`src/source/simplePkg.sv`:
```
package simplePkg;

   // register address width, eight registers
   localparam int regAddrWidth = 3;

   // instruction class, bits 15:14
   typedef enum logic [1:0] {
      classLoad  = 2'b00,
      classStore = 2'b01,
      classImmBr = 2'b10,
      classArith = 2'b11
   } instrClass_t;

   // ALU function codes
   typedef enum logic [3:0] {
      aluAdd = 4'b0000,
      aluSub = 4'b0001,
      aluAnd = 4'b0010,
      aluOr  = 4'b0011,
      aluXor = 4'b0100,
      aluSll = 4'b1000,
      aluSlr = 4'b1001,
      aluSrl = 4'b1010,
      aluSra = 4'b1011,
      aluIdt = 4'b1100,
      aluNon = 4'b1111
   } aluSel_t;

   // one 16-bit word, read as register or immediate/branch format
   typedef union packed {
      // register format
      struct packed {
         instrClass_t             iClass;
         logic [regAddrWidth-1:0] rs;
         logic [regAddrWidth-1:0] rd;
         logic [3:0]              funct;
         logic [3:0]              low;
      } rFmt;
      // immediate, branch and stack format
      struct packed {
         logic [4:0] opcode5;
         logic [2:0] rbCond;
         logic [7:0] imm8;
      } iFmt;
   } instrWord_t;

endpackage

```
`src/source/controlDecoder.sv`:
```
`timescale 1ns/1ps

module controlDecoder (
   input  simplePkg::instrWord_t               command,
   output simplePkg::aluSel_t                  aluSelect,
   output logic [simplePkg::regAddrWidth-1:0]  writeAddress,
   output logic [2:0]                          cond,
   output logic [simplePkg::regAddrWidth-1:0]  op2,
   output logic                                regWrite,
   output logic                                memWrite,
   output logic                                pcLoad,
   output logic                                inputSel,
   output logic                                adrSel,
   output logic                                arSel,
   output logic                                brSel,
   output logic                                signExtend,
   output logic                                spcSel,
   output logic                                abSel,
   output logic                                mwSel,
   output logic                                spSwap,
   output logic                                madSel,
   output logic                                spInc,
   output logic                                spDec,
   output logic                                spWrite,
   output logic                                readsA,
   output logic                                readsB,
   output logic                                producer
);

   import simplePkg::*;

   // class 10 sub-opcodes
   localparam logic [4:0] opLi     = 5'b10000;
   localparam logic [4:0] opAddi   = 5'b10001;
   localparam logic [4:0] opPush   = 5'b10010;
   localparam logic [4:0] opCall   = 5'b10011;
   localparam logic [4:0] opBranch = 5'b10100;
   localparam logic [4:0] opPop    = 5'b10101;
   localparam logic [4:0] opMemImm = 5'b10110;
   localparam logic [4:0] opCondBr = 5'b10111;

   // class 11 function codes with special handling
   localparam logic [3:0] functCmp = 4'b0101;
   localparam logic [3:0] functMov = 4'b0110;
   localparam logic [3:0] functIn  = 4'b1100;

   logic       isLoad;
   logic       isStore;
   logic       isImmBr;
   logic       isArith;
   logic [3:0] funct;
   logic [4:0] opcode;
   logic       spStoreWord;
   logic       spLoadWord;

   assign isLoad  = command.rFmt.iClass == classLoad;
   assign isStore = command.rFmt.iClass == classStore;
   assign isImmBr = command.rFmt.iClass == classImmBr;
   assign isArith = command.rFmt.iClass == classArith;
   assign funct   = command.rFmt.funct;
   assign opcode  = command.iFmt.opcode5;

   // cond codes 11x under 10111 are stack accesses, not branches
   assign spStoreWord = (opcode == opCondBr) && (command.iFmt.rbCond == 3'b110);
   assign spLoadWord  = (opcode == opCondBr) && (command.iFmt.rbCond == 3'b111);

   always_comb begin
      if (isArith) begin
         case (funct)
            functCmp: aluSelect = aluSub;
            functMov: aluSelect = aluIdt;
            default:  aluSelect = aluSel_t'(funct);
         endcase
      end else if (isLoad || isStore) begin
         // address = base + offset
         aluSelect = aluAdd;
      end else if (opcode == opLi) begin
         aluSelect = aluIdt;
      end else if (opcode == opAddi || opcode == opBranch || opcode == opCondBr) begin
         aluSelect = aluAdd;
      end else begin
         aluSelect = aluNon;
      end
   end

   // load writes the field at 13:11
   assign writeAddress = isLoad ? command.rFmt.rs : command.rFmt.rd;
   assign cond         = command.iFmt.rbCond;
   assign op2          = command.rFmt.rs;

   assign regWrite = (isArith && funct <= functIn && funct != functCmp)
                   || isLoad
                   || (opcode[4:1] == 4'b1000)
                   || (opcode == opPop);

   assign memWrite = isStore || (opcode == opPush) || (opcode == opMemImm) || spStoreWord;

   assign pcLoad     = (opcode == opBranch) || (opcode == opCondBr);
   assign inputSel   = isArith && (funct == functIn);
   assign adrSel     = (isArith && funct <= 4'b1011) || isImmBr;
   assign arSel      = isArith && (funct <= functMov);
   assign brSel      = !(isImmBr && command[13]);
   assign signExtend = !isArith;

   // stack pointer and stack address muxes
   assign spcSel  = opcode == opCall;
   assign abSel   = isStore;
   assign mwSel   = !spStoreWord;
   assign spSwap  = !spLoadWord;
   assign madSel  = !((opcode == opPush) || spStoreWord || spLoadWord);
   assign spInc   = opcode == opPush;
   assign spDec   = spLoadWord;
   assign spWrite = opcode == opCall;

   // forwarding qualifiers, decoded once for all slots
   assign readsA = (isArith && (funct <= functMov || funct == 4'b1101)) || isStore;

   assign readsB = (isArith && (funct <= functCmp || (funct >= 4'b1000 && funct <= 4'b1011)))
                 || isLoad
                 || isStore;

   assign producer = isArith && funct <= functIn && funct != functCmp && funct != 4'b0111;

endmodule

```
`src/source/historySlot.sv`:
```
`timescale 1ns/1ps

module historySlot (
   input  logic                  clk,
   input  logic                  rstN,
   input  logic                  advance,
   input  simplePkg::instrWord_t inWord,
   input  logic                  inProducer,
   input  logic                  inValid,
   input  simplePkg::instrWord_t command,
   input  logic                  readsA,
   input  logic                  readsB,
   output simplePkg::instrWord_t heldWord,
   output logic                  heldProducer,
   output logic                  heldValid,
   output logic                  hitA,
   output logic                  hitB
);

   import simplePkg::*;

   logic [regAddrWidth-1:0] srcField;
   logic                    liveProducer;

   always_ff @(posedge clk or negedge rstN) begin
      if (!rstN) begin
         heldValid <= 1'b0;
      end else if (advance) begin
         heldValid <= inValid;
      end
   end

   always_ff @(posedge clk) begin
      if (advance) begin
         heldWord     <= inWord;
         heldProducer <= inProducer;
      end
   end

   // current word names its source at 10:8
   assign srcField     = command.rFmt.rd;
   assign liveProducer = heldValid && heldProducer;

   // port A result sits at 13:11, port B at 10:8
   assign hitA = liveProducer && readsA && (srcField == heldWord.rFmt.rs);
   assign hitB = liveProducer && readsB && (srcField == heldWord.rFmt.rd);

endmodule

```
`src/source/forwardSelect.sv`:
```
`timescale 1ns/1ps

module forwardSelect #(
   parameter int forwardDepth = 2
) (
   input  logic [forwardDepth-1:0] hitA,
   input  logic [forwardDepth-1:0] hitB,
   output logic [forwardDepth-1:0] fwdSelA,
   output logic [forwardDepth-1:0] fwdSelB
);

   // keep the lowest set bit, slot 0 is the nearest producer
   function automatic logic [forwardDepth-1:0] nearestHit(
      input logic [forwardDepth-1:0] hits
   );
      logic [forwardDepth-1:0] sel;
      logic                    found;
      sel   = '0;
      found = 1'b0;
      for (int k = 0; k < forwardDepth; k++) begin
         if (hits[k] && !found) begin
            sel[k] = 1'b1;
            found  = 1'b1;
         end
      end
      return sel;
   endfunction

   assign fwdSelA = nearestHit(hitA);
   assign fwdSelB = nearestHit(hitB);

endmodule

```
`src/source/simpleDecodeStage.sv`:
```
`timescale 1ns/1ps

module simpleDecodeStage #(
   parameter int forwardDepth = 2
) (
   input  logic                               clk,
   input  logic                               rstN,
   input  simplePkg::instrWord_t              command,
   input  logic                               advance,
   output simplePkg::aluSel_t                 aluSelect,
   output logic [simplePkg::regAddrWidth-1:0] writeAddress,
   output logic [2:0]                         cond,
   output logic [simplePkg::regAddrWidth-1:0] op2,
   output logic                               regWrite,
   output logic                               memWrite,
   output logic                               pcLoad,
   output logic                               inputSel,
   output logic                               adrSel,
   output logic                               arSel,
   output logic                               brSel,
   output logic                               signExtend,
   output logic                               spcSel,
   output logic                               abSel,
   output logic                               mwSel,
   output logic                               spSwap,
   output logic                               madSel,
   output logic                               spInc,
   output logic                               spDec,
   output logic                               spWrite,
   output logic [forwardDepth-1:0]            fwdSelA,
   output logic [forwardDepth-1:0]            fwdSelB
);

   import simplePkg::*;

   instrWord_t              chainWord [forwardDepth+1];
   logic [forwardDepth:0]   chainProducer;
   logic [forwardDepth:0]   chainValid;
   logic [forwardDepth-1:0] hitA;
   logic [forwardDepth-1:0] hitB;
   logic                    readsA;
   logic                    readsB;
   logic                    producer;

   // head of the chain is the word being decoded now
   assign chainWord[0]     = command;
   assign chainProducer[0] = producer;
   assign chainValid[0]    = 1'b1;

   controlDecoder u_controlDecoder (
      .command      (command),
      .aluSelect    (aluSelect),
      .writeAddress (writeAddress),
      .cond         (cond),
      .op2          (op2),
      .regWrite     (regWrite),
      .memWrite     (memWrite),
      .pcLoad       (pcLoad),
      .inputSel     (inputSel),
      .adrSel       (adrSel),
      .arSel        (arSel),
      .brSel        (brSel),
      .signExtend   (signExtend),
      .spcSel       (spcSel),
      .abSel        (abSel),
      .mwSel        (mwSel),
      .spSwap       (spSwap),
      .madSel       (madSel),
      .spInc        (spInc),
      .spDec        (spDec),
      .spWrite      (spWrite),
      .readsA       (readsA),
      .readsB       (readsB),
      .producer     (producer)
   );

   // slot k holds the word decoded k+1 advances ago
   for (genvar k = 0; k < forwardDepth; k++) begin : gSlot
      historySlot u_historySlot (
         .clk          (clk),
         .rstN         (rstN),
         .advance      (advance),
         .inWord       (chainWord[k]),
         .inProducer   (chainProducer[k]),
         .inValid      (chainValid[k]),
         .command      (command),
         .readsA       (readsA),
         .readsB       (readsB),
         .heldWord     (chainWord[k+1]),
         .heldProducer (chainProducer[k+1]),
         .heldValid    (chainValid[k+1]),
         .hitA         (hitA[k]),
         .hitB         (hitB[k])
      );
   end

   forwardSelect #(
      .forwardDepth (forwardDepth)
   ) u_forwardSelect (
      .hitA    (hitA),
      .hitB    (hitB),
      .fwdSelA (fwdSelA),
      .fwdSelB (fwdSelB)
   );

endmodule

```
`config.mk`:
```
export PLATFORM = sky130hd
export DESIGN_NAME = simpleDecodeStage
export DESIGN_NICKNAME = d
export VERILOG_FILES = /design/src/source/simplePkg.sv /design/src/source/controlDecoder.sv /design/src/source/historySlot.sv /design/src/source/forwardSelect.sv /design/src/source/simpleDecodeStage.sv
export SDC_FILE = /design/constraint.sdc
export NUM_CORES = 1
export LEC_CHECK = 0
export ABC_CLOCK_PERIOD_IN_PS = 1900
export BUFFER_PORTS_ARGS = -buffer_cell sky130_fd_sc_hd__buf_2
export CAP_MARGIN = 10
export CORE_UTILIZATION = 28
export DETAILED_ROUTE_END_ITERATION = 10
export GPL_TIMING_DRIVEN = 0
export PLACE_DENSITY = 0.62
export SYNTH_ARGS = -nofsm -noshare
export SYNTH_HDL_FRONTEND = slang
export SYNTH_SLANG_ARGS = --single-unit
```
`constraint.sdc`:
```
create_clock -name clk -period 1.9 [get_ports clk]
set_input_delay 0.19 -clock clk [delete_from_list [all_inputs] [get_ports clk]]
set_output_delay 0.19 -clock clk [all_outputs]
set_load 0.05 [all_outputs]
```
# Yosys cells after proc, flatten, opt, wreduce, memory -nomap -nowiden
# Index checks and enable logic that the tools add are counted.
[op_classes]
n_addsub = 0
n_mul = 0
div = 0
n_lt_le_gt_ge = 5
n_eq_ne = 24
n_shift = 0
mux = 10
n_bitwise = 0
reduce_logical = 50
[ops]
columns = ["op", "n"]
rows = [
  ["$eq A5 B5 Y1 const B", 8],
  ["$logic_and A1 B1 Y1", 24],
  ["$logic_or A1 B1 Y1", 18],
  ["$mux W4", 4],
  ["$eq A3 B3 Y1", 4],
  ["$eq A4 B4 Y1 const B", 3],
  ["$eq A4 B3 Y1 const B", 2],
  ["$le A4 B3 Y1 const B", 2],
  ["$le A4 B4 Y1 const B", 2],
  ["$ne A4 B3 Y1 const B", 2],
  ["$pmux W4 S2", 1],
  ["$logic_not A1 Y1", 7],
  ["$eq A3 B3 Y1 const B", 2],
  ["$eq A2 B2 Y1 const B", 2],
  ["$ge A4 B4 Y1 const B", 1],
  ["$mux W1", 4],
  ["$mux W3", 1],
  ["$eq A2 B1 Y1 const B", 1],
  ["$logic_not A2 Y1", 1],
]
[word_totals]
regBits = 32
latchBits = 0
ramBits = 0
romBits = 0
inputBits = 19
out_inout_bits = 33
elab_cells = 95
n_memories = 0

# Logic depth before layout (Yosys ltp)
[depth]
depth_word = 12
depth_mapped = 5
ltp_nobuf = 3

# By module
# A second synthesis with hierarchy kept.
[unflattened]
cells_unflattened = 136
hier_area_um2 = 1793.0
[by_module_without_submodules]
columns = ["module", "instances", "cells_each", "area_per_inst_um2", "seq_area_each_um2"]
rows = [
  ["historySlot", 2, 29, 634.4, 535.5],
  ["controlDecoder", 1, 73, 478.0, 0.0],
  ["forwardSelect", 1, 4, 42.5, 0.0],
  ["simpleDecodeStage", 1, 1, 3.8, 0.0],
]

# Least setup slack after synthesis
# Ideal clock, no wire load.
[synth_timing]
path_type = "input to output"
startpoint = "input command[14] in the netlist's numbering"
endpoint = "output inputSel"
arrival_ns = 2.325
required_time_ns = 1.710
setup_slack_ns = -0.615
path_stages = 3
path_buffers = 1
path_cell_list = "buf_2 nand2_1 nor4_1"
[synth_via]
elab_chain_len = 2
[synth_lines]
columns = ["item", "line", "text"]
rows = [
  ["start, declared", "simpleDecodeStage.sv:8", "input simplePkg::instrWord_t command,"],
  ["$eq A2 B2 Y1", "controlDecoder.sv:59", "assign isArith = command.rFmt.iClass == classArith;"],
  ["$logic_and A1 B1 Y1", "controlDecoder.sv:99", "assign inputSel = isArith && (funct == functIn);"],
  ["end, declared", "simpleDecodeStage.sv:17", "output logic inputSel,"],
]
# No other way between the ends.

# Final worst setup path
[layout_timing]
startpoint = "register gSlot[0].u_historySlot.heldWord[12] in the netlist's numbering"
endpoint = "output fwdSelA[1]"
[layout_via]
elab_chain_len = 6
[layout_lines]
columns = ["item", "line", "text"]
rows = [
  ["start, declared", "historySlot.sv:13", "output simplePkg::instrWord_t heldWord,"],
  ["start signal, assigned", "historySlot.sv:35", "heldWord <= inWord;"],
  ["$eq A3 B3 Y1", "historySlot.sv:45", "assign hitA = liveProducer && readsA && (srcField == heldWord.rFmt.rs);"],
  ["$logic_and A1 B1 Y1", "historySlot.sv:45", ""],
  ["$mux W1", "forwardSelect.sv:21", "if (hits[k] && !found) begin"],
  ["$logic_not A1 Y1", "forwardSelect.sv:21", ""],
  ["$logic_and A1 B1 Y1", "forwardSelect.sv:21", ""],
  ["$mux W1", "forwardSelect.sv:21", ""],
  ["end, declared", "simpleDecodeStage.sv:30", "output logic [forwardDepth-1:0] fwdSelA,"],
]
# No other way between the ends.

==> reports/qor.csv <==
metric,value,unit
drv_slew,0,
place.detailed.instances,217,
place.gp.congestion,0.7418,
drcViolationCount,0,
crit_slowest_cell,sky130_fd_sc_hd__or4_4,
setup_viol,0,
pin_count_of_the_biggest_net_entering_global_routing,17,
synth_seq_area_share,39.54,%
detail_route.vias_per_cell,4.545,
yosys_warnings,0,
worst_r2r_startpoint,gSlot[0].u_historySlot.heldValid,
critical_path_cell_count,4,
cts_sinks,16,
fin_skew,0.007070,ns
crit-reg2reg-capture,gSlot[0].u_historySlot.heldValid,
gr-usage-all-layers,12.17,%
sort_of_element_at_the_end_of_the_critical_path,primary output,
critical_path_class,reg -> out,
report.final.hold_viol_count,0,
floorplan_die_height,67.19,um
detailedRoute.firstPassIterationCount,4,
mostFrequentLayoutCells,"47 x sky130_fd_sc_hd__buf_2, 14 x sky130_fd_sc_hd__edfxtp_1, 12 x sky130_fd_sc_hd__nand2_1",
detail_route.wl_per_cell,11.39,um
worst-endpoint-required,1.71,ns
final_nets,190,
route.vias.total,1000,
synth_largest_area_cell,sky130_fd_sc_hd__edfxtp_1,
result_of_the_run,completed,
reg2regPathDepth,1,
first_global_vias,932,
timing.critical_path.arrival,1.64,ns
final_common_cell,sky130_fd_sc_hd__buf_2,
n_fill_cell,420,
syn_nets,140,
starting_density,29.53,%
period_minus_slack,1.834,ns
io-pin-count,52,
achievable-frequency,0.5452,GHz
cts_inserted_buffers,3,
cts_max_path_buffers,2,
place.detailed.hpwl,1969,um
leakagePower,0.0006868,uW
drtAntennaViolNets,0,
ir_drop,0.2261,mV
antenna_violations_before_repair,0,
fp.coreArea,4029,sq um
worst_path_top_cell_family_by_delay,simple AND/OR/NAND/NOR gates,
port_buffers,46,
yosys-top-cells-area,"sky130_fd_sc_hd__edfxtp_1 35%, sky130_fd_sc_hd__buf_4 5.7%, sky130_fd_sc_hd__xnor2_1 5.2%",
synth_largest_type_area_fraction,35.33,%
worst_setup_path_start_kind,flip-flop,
crit_chain,xor2_1 > or4_4 > nor4b_4 > buf_6,
timing.slew.headroom,57.21,%
placement_rows,23,
post_synth_instance_area,1190,sq um
pwr_density_cell,638.7,nW/um^2
clk_pin_slew,0.06,ns
diodes,0,
initialDrtViolationCount,25,
cpPeakStageDelay,0.53,ns
critical_path_buf_inv_count,1,
synth_unique_cells,37,
timing.hold.worst.class,in -> reg,
reg2reg_setup_slack,1.10,ns
syn2layout_area_growth,32.49,%
max_cap_viol_count,0,
chipWidth,67.19,um
route.final.wire_length,2505,um
grt_overflow_total,0,
post_synth.cell_area_avg,9.834,sq um
ctsRootBufferMaster,sky130_fd_sc_hd__clkbuf_8,
endpoint,fwdSelA[1],
fp.dieArea,4515,sq um
setup_total_negative_slack,0,ns
synthCells,121,
setup_repair_after_global_routing_missed_its_margin,no,
postSynthRegisterBits,16,
worst_skew_pair.late_latency,0.25,ns
final_layout_size_suffix_gt1_share,47.06,%
cts.htree.levels,1,
tritoncts,built,
final_cells,220,
min_period_over_period,96.53,%
worst-slew-pin-transition,0.6364,ns
timing.critical_path.from,gSlot[0].u_historySlot.heldWord[12],
worstPathMaxFanout,2,
grt_first_pass_wirelength,4209,um
post-route-util,39.13,%
Yosys cell counts:
cell	count
sky130_fd_sc_hd__xor2_1	6
sky130_fd_sc_hd__nand3b_1	1
sky130_fd_sc_hd__o31a_2	1
sky130_fd_sc_hd__buf_6	2
sky130_fd_sc_hd__edfxtp_1	14
sky130_fd_sc_hd__buf_4	9
sky130_fd_sc_hd__mux2i_1	1
sky130_fd_sc_hd__mux2_2	4
sky130_fd_sc_hd__nand2b_1	2
sky130_fd_sc_hd__buf_2	5
sky130_fd_sc_hd__or2_2	2
sky130_fd_sc_hd__or4_4	2
sky130_fd_sc_hd__a22oi_1	1
sky130_fd_sc_hd__dfrtp_1	2
sky130_fd_sc_hd__nand3_1	4
sky130_fd_sc_hd__a21oi_1	3
sky130_fd_sc_hd__o31ai_1	1
sky130_fd_sc_hd__a31oi_1	2
sky130_fd_sc_hd__and2_1	1
sky130_fd_sc_hd__nor3b_1	3
sky130_fd_sc_hd__and2_2	1
sky130_fd_sc_hd__a211oi_1	1
sky130_fd_sc_hd__nand4_1	1
sky130_fd_sc_hd__o221ai_1	1
sky130_fd_sc_hd__o21bai_1	4
sky130_fd_sc_hd__xnor2_1	7
sky130_fd_sc_hd__inv_1	5
sky130_fd_sc_hd__nor2b_1	2
sky130_fd_sc_hd__nor2_1	6
sky130_fd_sc_hd__nor4b_4	2
sky130_fd_sc_hd__nor3_1	3
sky130_fd_sc_hd__and3_1	3
sky130_fd_sc_hd__nor4_1	1
sky130_fd_sc_hd__o21ai_0	3
sky130_fd_sc_hd__nand2_1	12
sky130_fd_sc_hd__a41o_1	1
sky130_fd_sc_hd__clkbuf_1	2
logic make-up (layout without fill, tap and decap cells):
logic type,Yosys count,count (layout),synth area share (%)
compound gates,18,18,10.41
xor+xnor,13,13,9.569
buf+inv,23,72,11.88
flops,16,16,39.54
mux,5,5,4.626
simple gates,46,46,23.98
through the flow:
step | area (sq um) | hold WS [ns] | power [uW] | setup slack [ns]
after global routing | 1577 | 0.1518 | 1056 | 0.005348
final | 1577 | 0.1485 | 1007 | 0.06593
after floorplan | 1206 | -0.1056 | 677.5 | -0.05880
after detailed placement | 1499 | -0.02248 | 757.9 | 0.1049
after CTS | 1573 | 0.1474 | 1012 | 0.01583
after global placement | 1499 | -0.02285 | 757.2 | 0.1018
layout make-up:
type / instances / area, sq um / share of cell area (%)
buffer: 16 / 107.6 / 6.825
clock buffer: 3 / 41.29 / 2.619
multi-input combinational: 82 / 599.3 / 38.02
tap: 50 / 62.56 / 3.968
sequential: 16 / 470.5 / 29.84
inverter: 5 / 18.77 / 1.190
clock inverter: 1 / 3.754 / 0.2381
timing repair buffer: 47 / 272.8 / 17.30
worst min path at each step:
| stage | startpoint | cells after the start | endpoint |
|---|---|---|---|
| after CTS | command[9] | 1 | gSlot[0].u_historySlot.heldWord[9] |
| final | command[9] | 1 | gSlot[0].u_historySlot.heldWord[9] |
| after global routing | command[9] | 1 | gSlot[0].u_historySlot.heldWord[9] |
| after floorplan | rstN | 0 | gSlot[0].u_historySlot.heldValid |
| after detailed placement | rstN | 1 | gSlot[1].u_historySlot.heldValid |
| after global placement | rstN | 1 | gSlot[1].u_historySlot.heldValid |
per-layer routing:
metal,global-route usage (%),part of all wire [%],up-vias
met4,4.787,1.5,0
met3,1.689,3.2,5
met5,0,0,-
li1,-,-,515
met1,16.74,48,452
met2,19.13,47,28
what timing repair did:
item,CTS,global route
hold buffers,1,0
endpoints found under the setup margin,3,4
gates resized for setup,6,7
endpoints found under the hold margin,2,0
buffers inserted,0,0
pin swaps,3,4
registers in the layout, summed over array words and instances (netlist names):
| register | cells |
|---|---|
| gSlot.u_historySlot.heldValid | 2 |
| gSlot.u_historySlot.heldWord | 12 |
| gSlot.u_historySlot.heldProducer | 2 |
power breakdown:
part / leakage, uW / total [uW] / internal [uW] / switching, uW
logic: 0.000509 / 334 / 109 / 225
clock network: 0.0000231 / 252 / 143 / 109
registers: 0.000154 / 420 / 410 / 10.7
Note: power is estimated with default switching activity, not from simulation.
